## config.mk

```make
export PLATFORM = sky130hd
export DESIGN_NAME = cache_memctrl_ctrl
export DESIGN_NICKNAME = d
export VERILOG_FILES = /design/src/verilog/cache_pkg.sv /design/src/verilog/cache_memctrl_ctrl.sv
export SDC_FILE = /design/constraint.sdc
export NUM_CORES = 1
export LEC_CHECK = 0
export ABC_AREA = 1
export BUFFER_PORTS_ARGS = -buffer_cell sky130_fd_sc_hd__buf_2
export CAP_MARGIN = 20
export CORE_MARGIN = 2
export CORE_UTILIZATION = 39
export CTS_CLUSTER_DIAMETER = 40
export DETAILED_ROUTE_END_ITERATION = 10
export PLACE_DENSITY = 0.81
export SYNTH_ARGS = -nofsm -noshare
export SYNTH_HDL_FRONTEND = slang
export SYNTH_SLANG_ARGS = --single-unit
```

## constraint.sdc

```tcl
create_clock -name clk_i -period 2.1 [get_ports clk_i]
set_clock_uncertainty 0.15 [all_clocks]
set_input_delay 0.105 -clock clk_i [delete_from_list [all_inputs] [get_ports clk_i]]
set_output_delay 0.105 -clock clk_i [all_outputs]
set_load 0.05 [all_outputs]
```

## src/verilog/cache_pkg.sv

```systemverilog
// Fixed geometry of 128 sets, 4 ways, 8 words of 64 bits per line; the 4-way tree PLRU relies on it
`default_nettype none

package cache_pkg;

    // Cache geometry
    localparam int unsigned NUM_SETS   = 128;
    localparam int unsigned NUM_WAYS   = 4;
    localparam int unsigned LINE_WORDS = 8;
    localparam int unsigned TAG_W      = 20;
    localparam int unsigned WORD_W     = 64;

    typedef logic [$clog2(NUM_SETS)-1:0]   set_t;
    typedef logic [TAG_W-1:0]              tag_t;
    typedef logic [NUM_WAYS-1:0]           way_vec_t;
    typedef logic [$clog2(LINE_WORDS)-1:0] word_idx_t;
    typedef logic [WORD_W-1:0]             data_word_t;
    typedef logic [WORD_W/8-1:0]           be_t;

    // One directory entry per set and way
    typedef struct packed {
        logic valid;
        tag_t tag;
    } dir_entry_t;

    typedef struct packed {
        set_t set;
        tag_t tag;
    } dir_lookup_t;

    // Way is one-hot
    typedef struct packed {
        set_t     set;
        way_vec_t way;
        tag_t     tag;
    } dir_refill_t;

    // Any number of ways may be cleared at once
    typedef struct packed {
        set_t     set;
        way_vec_t ways;
    } dir_inval_t;

    // Request read ignores data and be
    typedef struct packed {
        set_t       set;
        word_idx_t  word;
        data_word_t data;
        be_t        be;
    } data_access_t;

    typedef struct packed {
        set_t       set;
        way_vec_t   way;
        word_idx_t  word;
        data_word_t data;
    } data_refill_t;

    // Directory operation of the current cycle
    typedef enum logic [2:0] {
        DIR_IDLE,
        DIR_INIT,
        DIR_LOOKUP,
        DIR_REFILL,
        DIR_INVAL
    } dir_op_e;

    typedef enum logic {
        INIT_CLEAR,
        INIT_DONE
    } init_state_e;

endpackage

`default_nettype wire

```

## src/verilog/cache_memctrl_ctrl.sv

```systemverilog
// Strobes must be at most one-hot per directory and per data group, and stay low until ready_o
`timescale 1ns/1ps
`default_nettype none

module cache_memctrl_ctrl (
    input  wire logic                   clk_i,
    input  wire logic                   rst_ni,

    input  wire cache_pkg::dir_lookup_t dir_lookup_i,
    input  wire logic                   dir_lookup_req_i,
    input  wire cache_pkg::dir_refill_t dir_refill_i,
    input  wire logic                   dir_refill_req_i,
    input  wire cache_pkg::dir_inval_t  dir_inval_i,
    input  wire logic                   dir_inval_req_i,
    input  wire logic                   data_read_req_i,
    input  wire logic                   data_write_req_i,
    input  wire logic                   data_refill_req_i,

    output logic                        ready_o,
    output cache_pkg::dir_op_e          dir_op_o,
    output cache_pkg::set_t             dir_addr_o,
    output cache_pkg::way_vec_t         dir_cs_o,
    output cache_pkg::way_vec_t         dir_we_o,
    output cache_pkg::dir_entry_t       dir_wentry_o,
    output cache_pkg::set_t             lookup_set_o,
    output cache_pkg::tag_t             lookup_tag_o
);
    import cache_pkg::*;

    init_state_e state_q;
    set_t        init_set_q;

    // Init walks all sets once after reset
    always_ff @(posedge clk_i or negedge rst_ni) begin
        if (!rst_ni) begin
            state_q    <= INIT_CLEAR;
            init_set_q <= '0;
        end else if (state_q == INIT_CLEAR) begin
            init_set_q <= init_set_q + 1'b1;
            if (init_set_q == set_t'(NUM_SETS - 1)) begin
                state_q <= INIT_DONE;
            end
        end
    end

    assign ready_o = (state_q == INIT_DONE);

    // Fixed priority: init, lookup, refill, invalidate
    always_comb begin
        dir_op_o     = DIR_IDLE;
        dir_addr_o   = '0;
        dir_cs_o     = '0;
        dir_we_o     = '0;
        dir_wentry_o = '0;
        if (state_q == INIT_CLEAR) begin
            dir_op_o   = DIR_INIT;
            dir_addr_o = init_set_q;
            dir_cs_o   = '1;
            dir_we_o   = '1;
        end else if (dir_lookup_req_i) begin
            dir_op_o   = DIR_LOOKUP;
            dir_addr_o = dir_lookup_i.set;
            dir_cs_o   = '1;
        end else if (dir_refill_req_i) begin
            dir_op_o           = DIR_REFILL;
            dir_addr_o         = dir_refill_i.set;
            dir_cs_o           = dir_refill_i.way;
            dir_we_o           = dir_refill_i.way;
            dir_wentry_o.valid = 1'b1;
            dir_wentry_o.tag   = dir_refill_i.tag;
        end else if (dir_inval_req_i) begin
            dir_op_o   = DIR_INVAL;
            dir_addr_o = dir_inval_i.set;
            dir_cs_o   = dir_inval_i.ways;
            dir_we_o   = dir_inval_i.ways;
        end
    end

    // Lookup set and tag for the hit check one cycle later
    always_ff @(posedge clk_i) begin
        if (dir_op_o == DIR_LOOKUP) begin
            lookup_set_o <= dir_lookup_i.set;
            lookup_tag_o <= dir_lookup_i.tag;
        end
    end

    a_dir_onehot: assert property (@(posedge clk_i) disable iff (!rst_ni)
        $onehot0({dir_lookup_req_i, dir_refill_req_i, dir_inval_req_i}))
        else $error("more than one directory request in a cycle");

    a_data_onehot: assert property (@(posedge clk_i) disable iff (!rst_ni)
        $onehot0({data_read_req_i, data_write_req_i, data_refill_req_i}))
        else $error("more than one data request in a cycle");

    // Nothing may arrive during the init sweep
    a_no_req_in_init: assert property (@(posedge clk_i) disable iff (!rst_ni)
        !ready_o |-> !(dir_lookup_req_i || dir_refill_req_i || dir_inval_req_i ||
                       data_read_req_i || data_write_req_i || data_refill_req_i))
        else $error("request issued before ready");

endmodule

`default_nettype wire

```

==> results.toml, run 1 <==
[power]
comb_power_share_pct = 9.7
p_sw_uw = 283.0
leakagePower_nw = 1.529
power_density_nw_per_um2 = 508.9
pwr-share-clk_pct = 39.3
internal_power_mw = 1.181
pwr-share-seq_pct = 51.0
vdd_ir_drop_max_v = 0.0002525
swShare_pct = 19.33
power.total_mw = 1.464

[yosys]
yosys-top-cells-area = "edfxtp_1, nand2_1, dfrtp_1"
synth_cell_types = 25
netlist.top_cell.by_area = "edfxtp_1"
syn-instance-count = 188
yosysWarnings = 0
synth_top_area_share_pct = 46.55
ys_seq_area_share_pct = 58.05
synth_nets = 266
syn_area_per_cell_um2 = 9.264
postSynthRegisterBits = 35
syn-cell-area_um2 = 1742

[timing]
rsz0062_at_grt = "no"
timing.final.crit_share_pct = 92.95
tns_ns = 0
worst_pin_slew_ns = 0.4064
maxSlewHeadroom_pct = 72.87
finalSetupViolations = 0
setup_slack_ns = 0.1481
final-max-slew-violation-count = 0
max_freq_ghz = 0.5123
final_hold_viol_count = 0
period_needed_ns = 1.952
whs_ns = 0.03661

[critical_path]
max_stage_delay_ns = 0.48
start_kind = "flop"
worst-path-buf-inv = 2
cp_top_family = "flip-flops"
crit_path_cell_trace = "nand2_1 > clkinv_2 > nand2_1 > nand2_1 > nand3b_1 > buf_2"
r2r_slack_ns = 0.51
worstSetupEndpointType = "output pin"
worstPathArrival_ns = 1.70
r2r_cells = 3
crit_type = "flop to output pin"
reg2reg_to = "lookup_tag_o[16]"
slowest_stage = "dfrtp_2"
crit_fanout = 19
cp.required_ns = 1.85
r2r-start = "ready_o"
crit_path_frequent_cell = "nand2_1"

[clock_network]
clkSinkCount = 35
worst_setup_hold_path_clk_slew_ns = 0.07
cts_tree = "built"
cts_root_buf = "clkbuf_8"
post-cts-setup-buffers = 0
cts.path.max_buffers = 2
cts_buffers = 5
htree_levels = 2
clk_latency_ns = 0.28

[die]
ios = 144
die_y_um = 70.83
die-area_um2 = 5016
start_util_pct = 40.28
die_w_um = 70.83
fp-row-count = 24
core_um2 = 4324

[routing]
ant_nets = 0
wl_met2_um = 2713
wl_met1_um = 1973
wl_um = 5144
highest_layer = "met4"
drt-initial-drc-count = 86
vias = 1872
dr_wl_met3_um = 409
vias_per_cell = 4.533
wl_per_cell_um = 12.46
dr.pass1.iters = 4
drc_errors = 0

[global_route]
antenna_found_initial = 0
grt_pass1_wl_um = 7659
track_usage_pct = 19.15
grt_overflow_total = 0
grt_pass1_vias = 1677
grt_max_degree = 21

[final_layout]
utilization_pct = 66.55
fin_nets = 438
fillers = 357
final_cells = 413
layout-drive-gt1-share_pct = 47.65
area_growth_pct = 65.23
regArea_um2 = 1012
multi_input_area_um2 = 568.0
final_area_um2 = 2878
antenna_cells = 0

[place]
hpwl_um = 3798
gp_congestion = 0.8491
place_ws_ns = 0.3907
dp.cells = 377
io_buffer_count = 140
dpl_cell_area_um2 = 2489

[run_status]
status = "complete, no violations"

[flow_run]
max_cap_viol_count = 0

[min_path]
hold_path_class = "input port to asynchronous set/reset pin"
## worst max-delay path by stage
| stage | from | end | depth (start not counted) | slack (ns) |
|---|---|---|---|---|
| 6_report | ready_o | dir_addr_o[2] | 6 | 0.15 |
| 3_5_place_dp | ready_o | dir_addr_o[1] | 6 | 0.39 |
| 4_1_cts | ready_o | dir_addr_o[1] | 6 | 0.1 |
| 3_3_place_gp | ready_o | dir_addr_o[2] | 6 | 0.40 |
| 5_1_grt | ready_o | dir_addr_o[4] | 7 | 0.03 |
| 2_1_floorplan | ready_o | dir_wentry_o[10] | 5 | -0.14 |
## cells in the final DEF, fill, tap and decap left out, types with 3 or more instances in the layout
master         count
nand2_1           54
nor2_1            13
nand3_1            9
edfxtp_1          27
inv_1             30
dlygate4sd3_1     28
o21ai_0            5
xor2_1             3
a31oi_1            3
buf_2            140
inv_2              3
nor2_2            13
dfrtp_1            7
clkbuf_8           5
nand3b_1           3
## cell type report
type                       instances  share of cell area, %
tap                               52                  2.261
clock inverter                     3                  1.348
clock buffer                       5                  2.391
inverter                          34                  4.478
timing repair buffer             170                  34.61
multi-input combinational        114                  19.74
sequential                        35                  35.17
## worst register-to-register path, stage by stage, from the launching register on
cell      delay [ns]
dfrtp_2         0.48
nand2_1         0.11
clkinv_2        0.26
buf_4           0.33
## layer usage
metal | up-vias | track usage, %
met5 | - | 0
met4 | 0 | 3.983
met3 | 5 | 4.843
met2 | 78 | 34.48
met1 | 856 | 23.24
li1 | 933 | -
## cells in the mapped netlist (all sizes together)
cell type  instances
nand2             56
inv               33
nor2              28
edfxtp            27
nand3              9
dfrtp              8
buf                5
o21ai              5
a31oi              3
nand3b             3
xor2               3
a21oi              2
nand4              2
clkinv             1
ha                 1
o21a               1
or2                1
## what timing repair did
item	4_1_cts	5_1_grt
hold endpoints to repair	35	0
hold buffers	28	0
gates resized for setup	0	1
endpoints found under the setup margin	0	10
## kinds of logic after synthesis
kind of cell	count (synthesis)	share of synthesized area (%)
XOR/XNOR	3	1.509
adder cells (fa/ha/maj)	1	0.7183
AND/OR/NAND/NOR	99	26.44
AO/OA/AOI/OAI	11	3.520
buffers and inverters	39	9.769
flip-flops	35	58.05
## registers in the layout, indices dropped and copies added, names as in the netlist
| register | count |
|---|---|
| init_set_q | 7 |
| lookup_set_o | 7 |
| lookup_tag_o | 20 |
| ready_o | 1 |
## power by group through the flow
stage,sequential [mW],clock (mW),combinational (mW)
after floorplan,0.761,0,0.0231
after global placement,0.761,0,0.0944
after detailed placement,0.761,0,0.0986
after CTS,0.746,0.580,0.140
after global routing,0.746,0.620,0.154
final,0.746,0.576,0.142
Note: power is estimated with default switching activity, not from simulation.
==> inputs of run 2 (changes only) <==
--- a/config.mk
+++ b/config.mk
@@ -5,14 +5,13 @@
 export SDC_FILE = /design/constraint.sdc
 export NUM_CORES = 1
 export LEC_CHECK = 0
-export ABC_AREA = 1
 export BUFFER_PORTS_ARGS = -buffer_cell sky130_fd_sc_hd__buf_2
 export CAP_MARGIN = 20
 export CORE_MARGIN = 2
-export CORE_UTILIZATION = 39
+export CORE_UTILIZATION = 34
 export CTS_CLUSTER_DIAMETER = 40
 export DETAILED_ROUTE_END_ITERATION = 10
-export PLACE_DENSITY = 0.81
+export PLACE_DENSITY = 0.76
 export SYNTH_ARGS = -nofsm -noshare
 export SYNTH_HDL_FRONTEND = slang
 export SYNTH_SLANG_ARGS = --single-unit
==> constraint.sdc (replaced) <==
create_clock -name clk_i -period 1.7 [get_ports clk_i]
set_clock_uncertainty 0.15 [all_clocks]
set_input_delay 0.085 -clock clk_i [delete_from_list [all_inputs] [get_ports clk_i]]
set_output_delay 0.085 -clock clk_i [all_outputs]
set_load 0.05 [all_outputs]
==> results.toml, run 2 <==
[run_status]
status = "finished, violations left"
violations = "negative setup slack"

[critical_path]
slowest_stage = "dfrtp_2"
crit_fanout = 12
worstSetupEndpointType = "output pin"
worstPathArrival_ns = 1.50
crit_type = "flop to output pin"
start_kind = "flop"
max_stage_delay_ns = 0.40
r2r-start = "ready_o"
cp.required_ns = 1.46
r2r_cells = 2
reg2reg_to = "lookup_tag_o[6]"
crit_path_cell_trace = "nor2b_2 > and3_1 > buf_4"
r2r_slack_ns = 0.31

[timing]
whs_ns = 0.01391
max_freq_ghz = 0.5780
final_hold_viol_count = 0
period_needed_ns = 1.730
maxSlewHeadroom_pct = 70.73
final-max-slew-violation-count = 0
rsz0062_at_grt = "yes"
finalSetupViolations = 9
timing.final.crit_share_pct = 101.8
setup_slack_ns = -0.03014
worst_pin_slew_ns = 0.4390

[yosys]
yosys-top-cells-area = "edfxtp_1, dfrtp_1, and3_1"
ys_seq_area_share_pct = 60.52
synth-main-ff-cell = "edfxtp_1"
postSynthRegisterBits = 35
yosysWarnings = 0
syn-cell-area_um2 = 1670
netlist.top_cell.by_area = "edfxtp_1"
synth_top_area_share_pct = 48.54
synth_edf_count = 27
synth_common_cells = "edfxtp_1, and3_1, nand2_1"
syn_area_per_cell_um2 = 12.02
synth_nets = 217
syn-instance-count = 139
synth_cell_types = 29
async_reset_ff_share_pct = 22.86
synth_most_common_cell = "edfxtp_1"

[clock_network]
post-cts-setup-buffers = 0
cts_root_buf = "clkbuf_8"
clk_latency_ns = 0.28
worst_setup_hold_path_clk_slew_ns = 0.07
cts_tree = "built"
cts.path.max_buffers = 2
clkSinkCount = 35
cts_buffers = 5
htree_levels = 2

[final_layout]
utilization_pct = 62.65
top_register = "lookup_tag_o"
largest_register_ffs = 20
area_growth_pct = 77.15
fillers = 375
final_cell_mix = "buf_2, dlygate4sd3_1, edfxtp_1, and3_1, buf_4"
reg_top3 = "lookup_tag_o: 20 flops, init_set_q: 7 flops, lookup_set_o: 7 flops"
fin_nets = 385
layout-drive-gt1-share_pct = 52.27
layout_commonest_cell = "buf_2"

[global_route]
grt_pass1_wl_um = 7238
track_usage_pct = 17.86
grt_overflow_total = 0
grt_max_degree = 28
antenna_found_initial = 1
grt_pass1_vias = 1491

[die]
die_y_um = 74.09
fp-row-count = 25
start_util_pct = 35.36
die_w_um = 74.09
ios = 144
die-area_um2 = 5489
core_um2 = 4723

[routing]
dr.pass1.iters = 4
ant_nets = 0
wl_um = 5366
drc_errors = 0
vias = 1707
vias_per_cell = 4.540
drt-initial-drc-count = 106
wl_per_cell_um = 14.27

[place]
hpwl_um = 3490
io_buffer_count = 140
gp_congestion = 0.7731

[flow_run]
max_cap_viol_count = 0

[power]
power_density_nw_per_um2 = 625.9
vdd_ir_drop_max_v = 0.0002822
leakagePower_nw = 1.473

[min_path]
hold_path_class = "input port to asynchronous set/reset pin"
-- run 2: cell types whose count changed in the layout (fill, tap and decap cells not counted), sizes merged, moves of 5 or more --
cell,before,now
and3,0,21
nand2,56,12
inv,33,1
nor2,28,9
nand3b,3,8
clkbuf,5,10
xnor2,0,5
nand3,9,1
a21o,0,6
-- run 2: routing by layer --
metal | global-route usage [%] | part of all wire, % | up-vias
met4 | 8.889 | 2.3 | 0
met3 | 4.472 | 6.3 | 10
met2 | 31.15 | 53 | 67
li1 | - | - | 847
met1 | 20.31 | 38 | 783
met5 | 0 | 0 | -
-- run 2: cells by family after synthesis --
family / synth area share (%)
AND/OR/NAND/NOR: 21.50
flip-flops: 60.52
AO/OA/AOI/OAI: 9.288
buffers and inverters: 4.119
XOR/XNOR: 3.146
multiplexers: 0.6741
adder cells (fa/ha/maj): 0.7489
-- run 2: worst max path at each step --
stage / from / end / slack (ns) / cells after the start
6_report: ready_o / dir_wentry_o[9] / -0.03 / 3
3_3_place_gp: ready_o / dir_wentry_o[4] / 0.05 / 3
4_1_cts: ready_o / dir_wentry_o[7] / -0.02 / 3
3_5_place_dp: ready_o / dir_wentry_o[7] / 0.02 / 3
5_1_grt: ready_o / dir_addr_o[4] / -0.08 / 5
2_1_floorplan: ready_o / dir_addr_o[2] / 0.03 / 5
-- run 2: worst max-delay path: cells and delay by family, from the launching register on --
kind / cells / cell delay, ns
simple gates: 2 / 0.61
flops: 1 / 0.40
buf+inv: 1 / 0.19
-- run 2: cell type report --
type / instances / area (um2) / area share, %
clock buffer: 5 / 68.82 / 2.326
antenna: 1 / 2.502 / 0.08457
sequential: 35 / 1012 / 34.21
multi-input combinational: 92 / 633.1 / 21.40
inverter: 1 / 3.754 / 0.1268
tap: 67 / 83.83 / 2.833
timing repair buffer: 172 / 1111 / 37.55
clock inverter: 3 / 43.79 / 1.480
-- run 2: per-stage QoR --
step | setup WS, ns | cells | instance area [um2] | setup TNS (ns) | power, mW
3_3_place_gp | 0.05451 | 338 | 2445 | 0 | 1.066
3_5_place_dp | 0.02090 | 338 | 2445 | 0 | 1.069
6_report | -0.03014 | 376 | 2959 | -0.1908 | 1.852
4_1_cts | -0.02491 | 374 | 2932 | -0.1248 | 1.853
5_1_grt | -0.07660 | 376 | 2959 | -0.7688 | 1.918
2_1_floorplan | 0.03022 | 139 | 1698 | 0 | 0.9773
-- run 2: repair_timing --
| item | CTS | global route |
|---|---|---|
| hold endpoints to repair | 35 | 0 |
| hold buffers | 28 | 0 |
| endpoints found under the setup margin | 33 | 29 |
| gates resized for setup | 33 | 6 |
| gates cloned | 0 | 1 |
-- run 2: report_power, final --
part           internal, mW  switching (mW)
sequential            0.921               0
clock                 0.436           0.309
combinational         0.115          0.0704
total                  1.47           0.380
==> inputs of run 3 (changes only) <==
--- a/config.mk
+++ b/config.mk
@@ -12,6 +12,7 @@
 export CTS_CLUSTER_DIAMETER = 40
 export DETAILED_ROUTE_END_ITERATION = 10
 export PLACE_DENSITY = 0.76
+export SKIP_LAST_GASP = 1
 export SYNTH_ARGS = -nofsm -noshare
 export SYNTH_HDL_FRONTEND = slang
 export SYNTH_SLANG_ARGS = --single-unit
==> results.toml, run 3 (same netlist as run 2, synthesis figures left out) <==
[die]
start_util_pct = 35.36
core_um2 = 4723
fp-row-count = 25
die-area_um2 = 5489
die_w_um = 74.09
ios = 144
die_y_um = 74.09

[critical_path]
cp_top_family = "flip-flops"
worstSetupEndpointType = "output pin"
worstPathArrival_ns = 1.47
crit_type = "flop to output pin"
slowest_stage = "dfrtp_2"
cp.required_ns = 1.46
crit_path_cell_trace = "buf_4 > and3_4 > a21o_1 > buf_6"
max_stage_delay_ns = 0.46
crit_fanout = 7
start_kind = "flop"
worst-path-buf-inv = 2

[timing]
timing.final.crit_share_pct = 100.5
final-max-slew-violation-count = 0
whs_ns = 0.01404
rsz0062_at_grt = "yes"
period_needed_ns = 1.709
final_hold_viol_count = 0
worst_pin_slew_ns = 0.4776
maxSlewHeadroom_pct = 68.16
tns_ns = -0.009069
setup_slack_ns = -0.008943
finalSetupViolations = 2
max_freq_ghz = 0.5852

[routing]
drt-initial-drc-count = 94
drc_errors = 0
vias_per_cell = 4.595
vias = 1737
dr.pass1.iters = 4
ant_nets = 0
wl_um = 5490
wl_per_cell_um = 14.52

[final_layout]
utilization_pct = 62.41
final_cell_mix = "buf_2, dlygate4sd3_1, edfxtp_1, and3_1, nand2_1"
layout_commonest_cell = "buf_2"
fillers = 379
largest_register_ffs = 20
fin_nets = 387
area_growth_pct = 76.48
reg_top3 = "lookup_tag_o: 20 flops, init_set_q: 7 flops, lookup_set_o: 7 flops"
top_register = "lookup_tag_o"
layout-drive-gt1-share_pct = 52.58

[power]
comb_power_share_pct = 10.1
p_sw_uw = 381.5
internal_power_mw = 1.473
power_density_nw_per_um2 = 629.0
vdd_ir_drop_max_v = 0.0002807
pwr-share-clk_pct = 40.2
swShare_pct = 20.58
leakagePower_nw = 1.484
pwr-share-seq_pct = 49.7

[global_route]
grt_max_degree = 28
grt_pass1_wl_um = 7038
antenna_found_initial = 1
grt_overflow_total = 0
grt_pass1_vias = 1431
track_usage_pct = 17.46

[flow_run]
max_cap_viol_count = 0

[clock_network]
clkSinkCount = 35
clk_latency_ns = 0.28
cts.path.max_buffers = 2
cts_tree = "built"
htree_levels = 2
worst_setup_hold_path_clk_slew_ns = 0.07
cts_root_buf = "clkbuf_8"
cts_buffers = 5

[place]
gp_congestion = 0.7731
hpwl_um = 3490
io_buffer_count = 140

[min_path]
hold_path_class = "input port to asynchronous set/reset pin"

[run_status]
violations = "negative setup slack"
status = "finished, violations left"
run 3: what timing repair did:
item                                   in CTS  in global routing
endpoints found under the hold margin      35                  0
gates resized for setup                     5                 26
cloned                                      0                  2
setup endpoints to repair                  33                 30
buffers inserted                            0                  1
hold buffers                               28                  0
run 3: final cells by class:
cell class              instances  area, um2  share of cell area [%]
diodes                          1      2.502                 0.08489
clock buffers                   5      68.82                   2.334
clock inverters                 3      43.79                   1.486
inverters                       1      3.754                  0.1273
multi-input cells              93      646.9                   21.94
flip-flops and latches         35       1012                   34.34
well taps                      67      83.83                   2.844
repair buffers                173       1086                   36.84
run 3: through the flow:
stage | total power [mW] | worst slack [ns] | area, um2 | instances
6_report | 1.854 | -0.008943 | 2948 | 378
5_1_grt | 1.919 | -0.05556 | 2948 | 378
4_1_cts | 1.853 | -0.07310 | 2853 | 374
3_5_place_dp | 1.069 | 0.02090 | 2445 | 338
3_3_place_gp | 1.066 | 0.05451 | 2445 | 338
2_1_floorplan | 0.9773 | 0.03022 | 1698 | 139
run 3: path summary, 6_finish.rpt:
| kind | from | end | slack (ns) | cells after the start |
|---|---|---|---|---|
| max | ready_o | dir_addr_o[5] | -0.009 | 4 |
| min | rst_ni | init_set_q[0] | 0.01 | 2 |
| max reg2reg | ready_o | lookup_tag_o[6] | 0.25 | 2 |
| min reg2reg | init_set_q[5] | init_set_q[5] | 0.34 | 1 |
| max in group asynchronous | rst_ni | ready_o | 1.19 | 2 |
| min in group clk_i | init_set_q[5] | init_set_q[5] | 0.34 | 1 |
run 3: worst register-to-register path: cells and delay by family, from the launching register on:
kind	cells	cell delay, ns
buffers and inverters	1	0.17
AND/OR/NAND/NOR	1	0.36
flip-flops	1	0.43
run 3: power by group through the flow:
stage | registers, mW | logic, mW | clock network, mW
finish | 0.921 | 0.187 | 0.745
global route | 0.921 | 0.203 | 0.795
CTS | 0.921 | 0.181 | 0.750
detailed placement | 0.940 | 0.129 | 0
global placement | 0.940 | 0.126 | 0
floorplan | 0.940 | 0.0370 | 0
run 3: routing by layer:
layer / up-vias / GRT usage (%) / routed length, um
met1: 801 / 19.79 / 2093
met3: 10 / 4.472 / 355
li1: 856 / - / -
met4: 0 / 8.889 / 122
met2: 70 / 30.36 / 2918
met5: - / 0 / 0
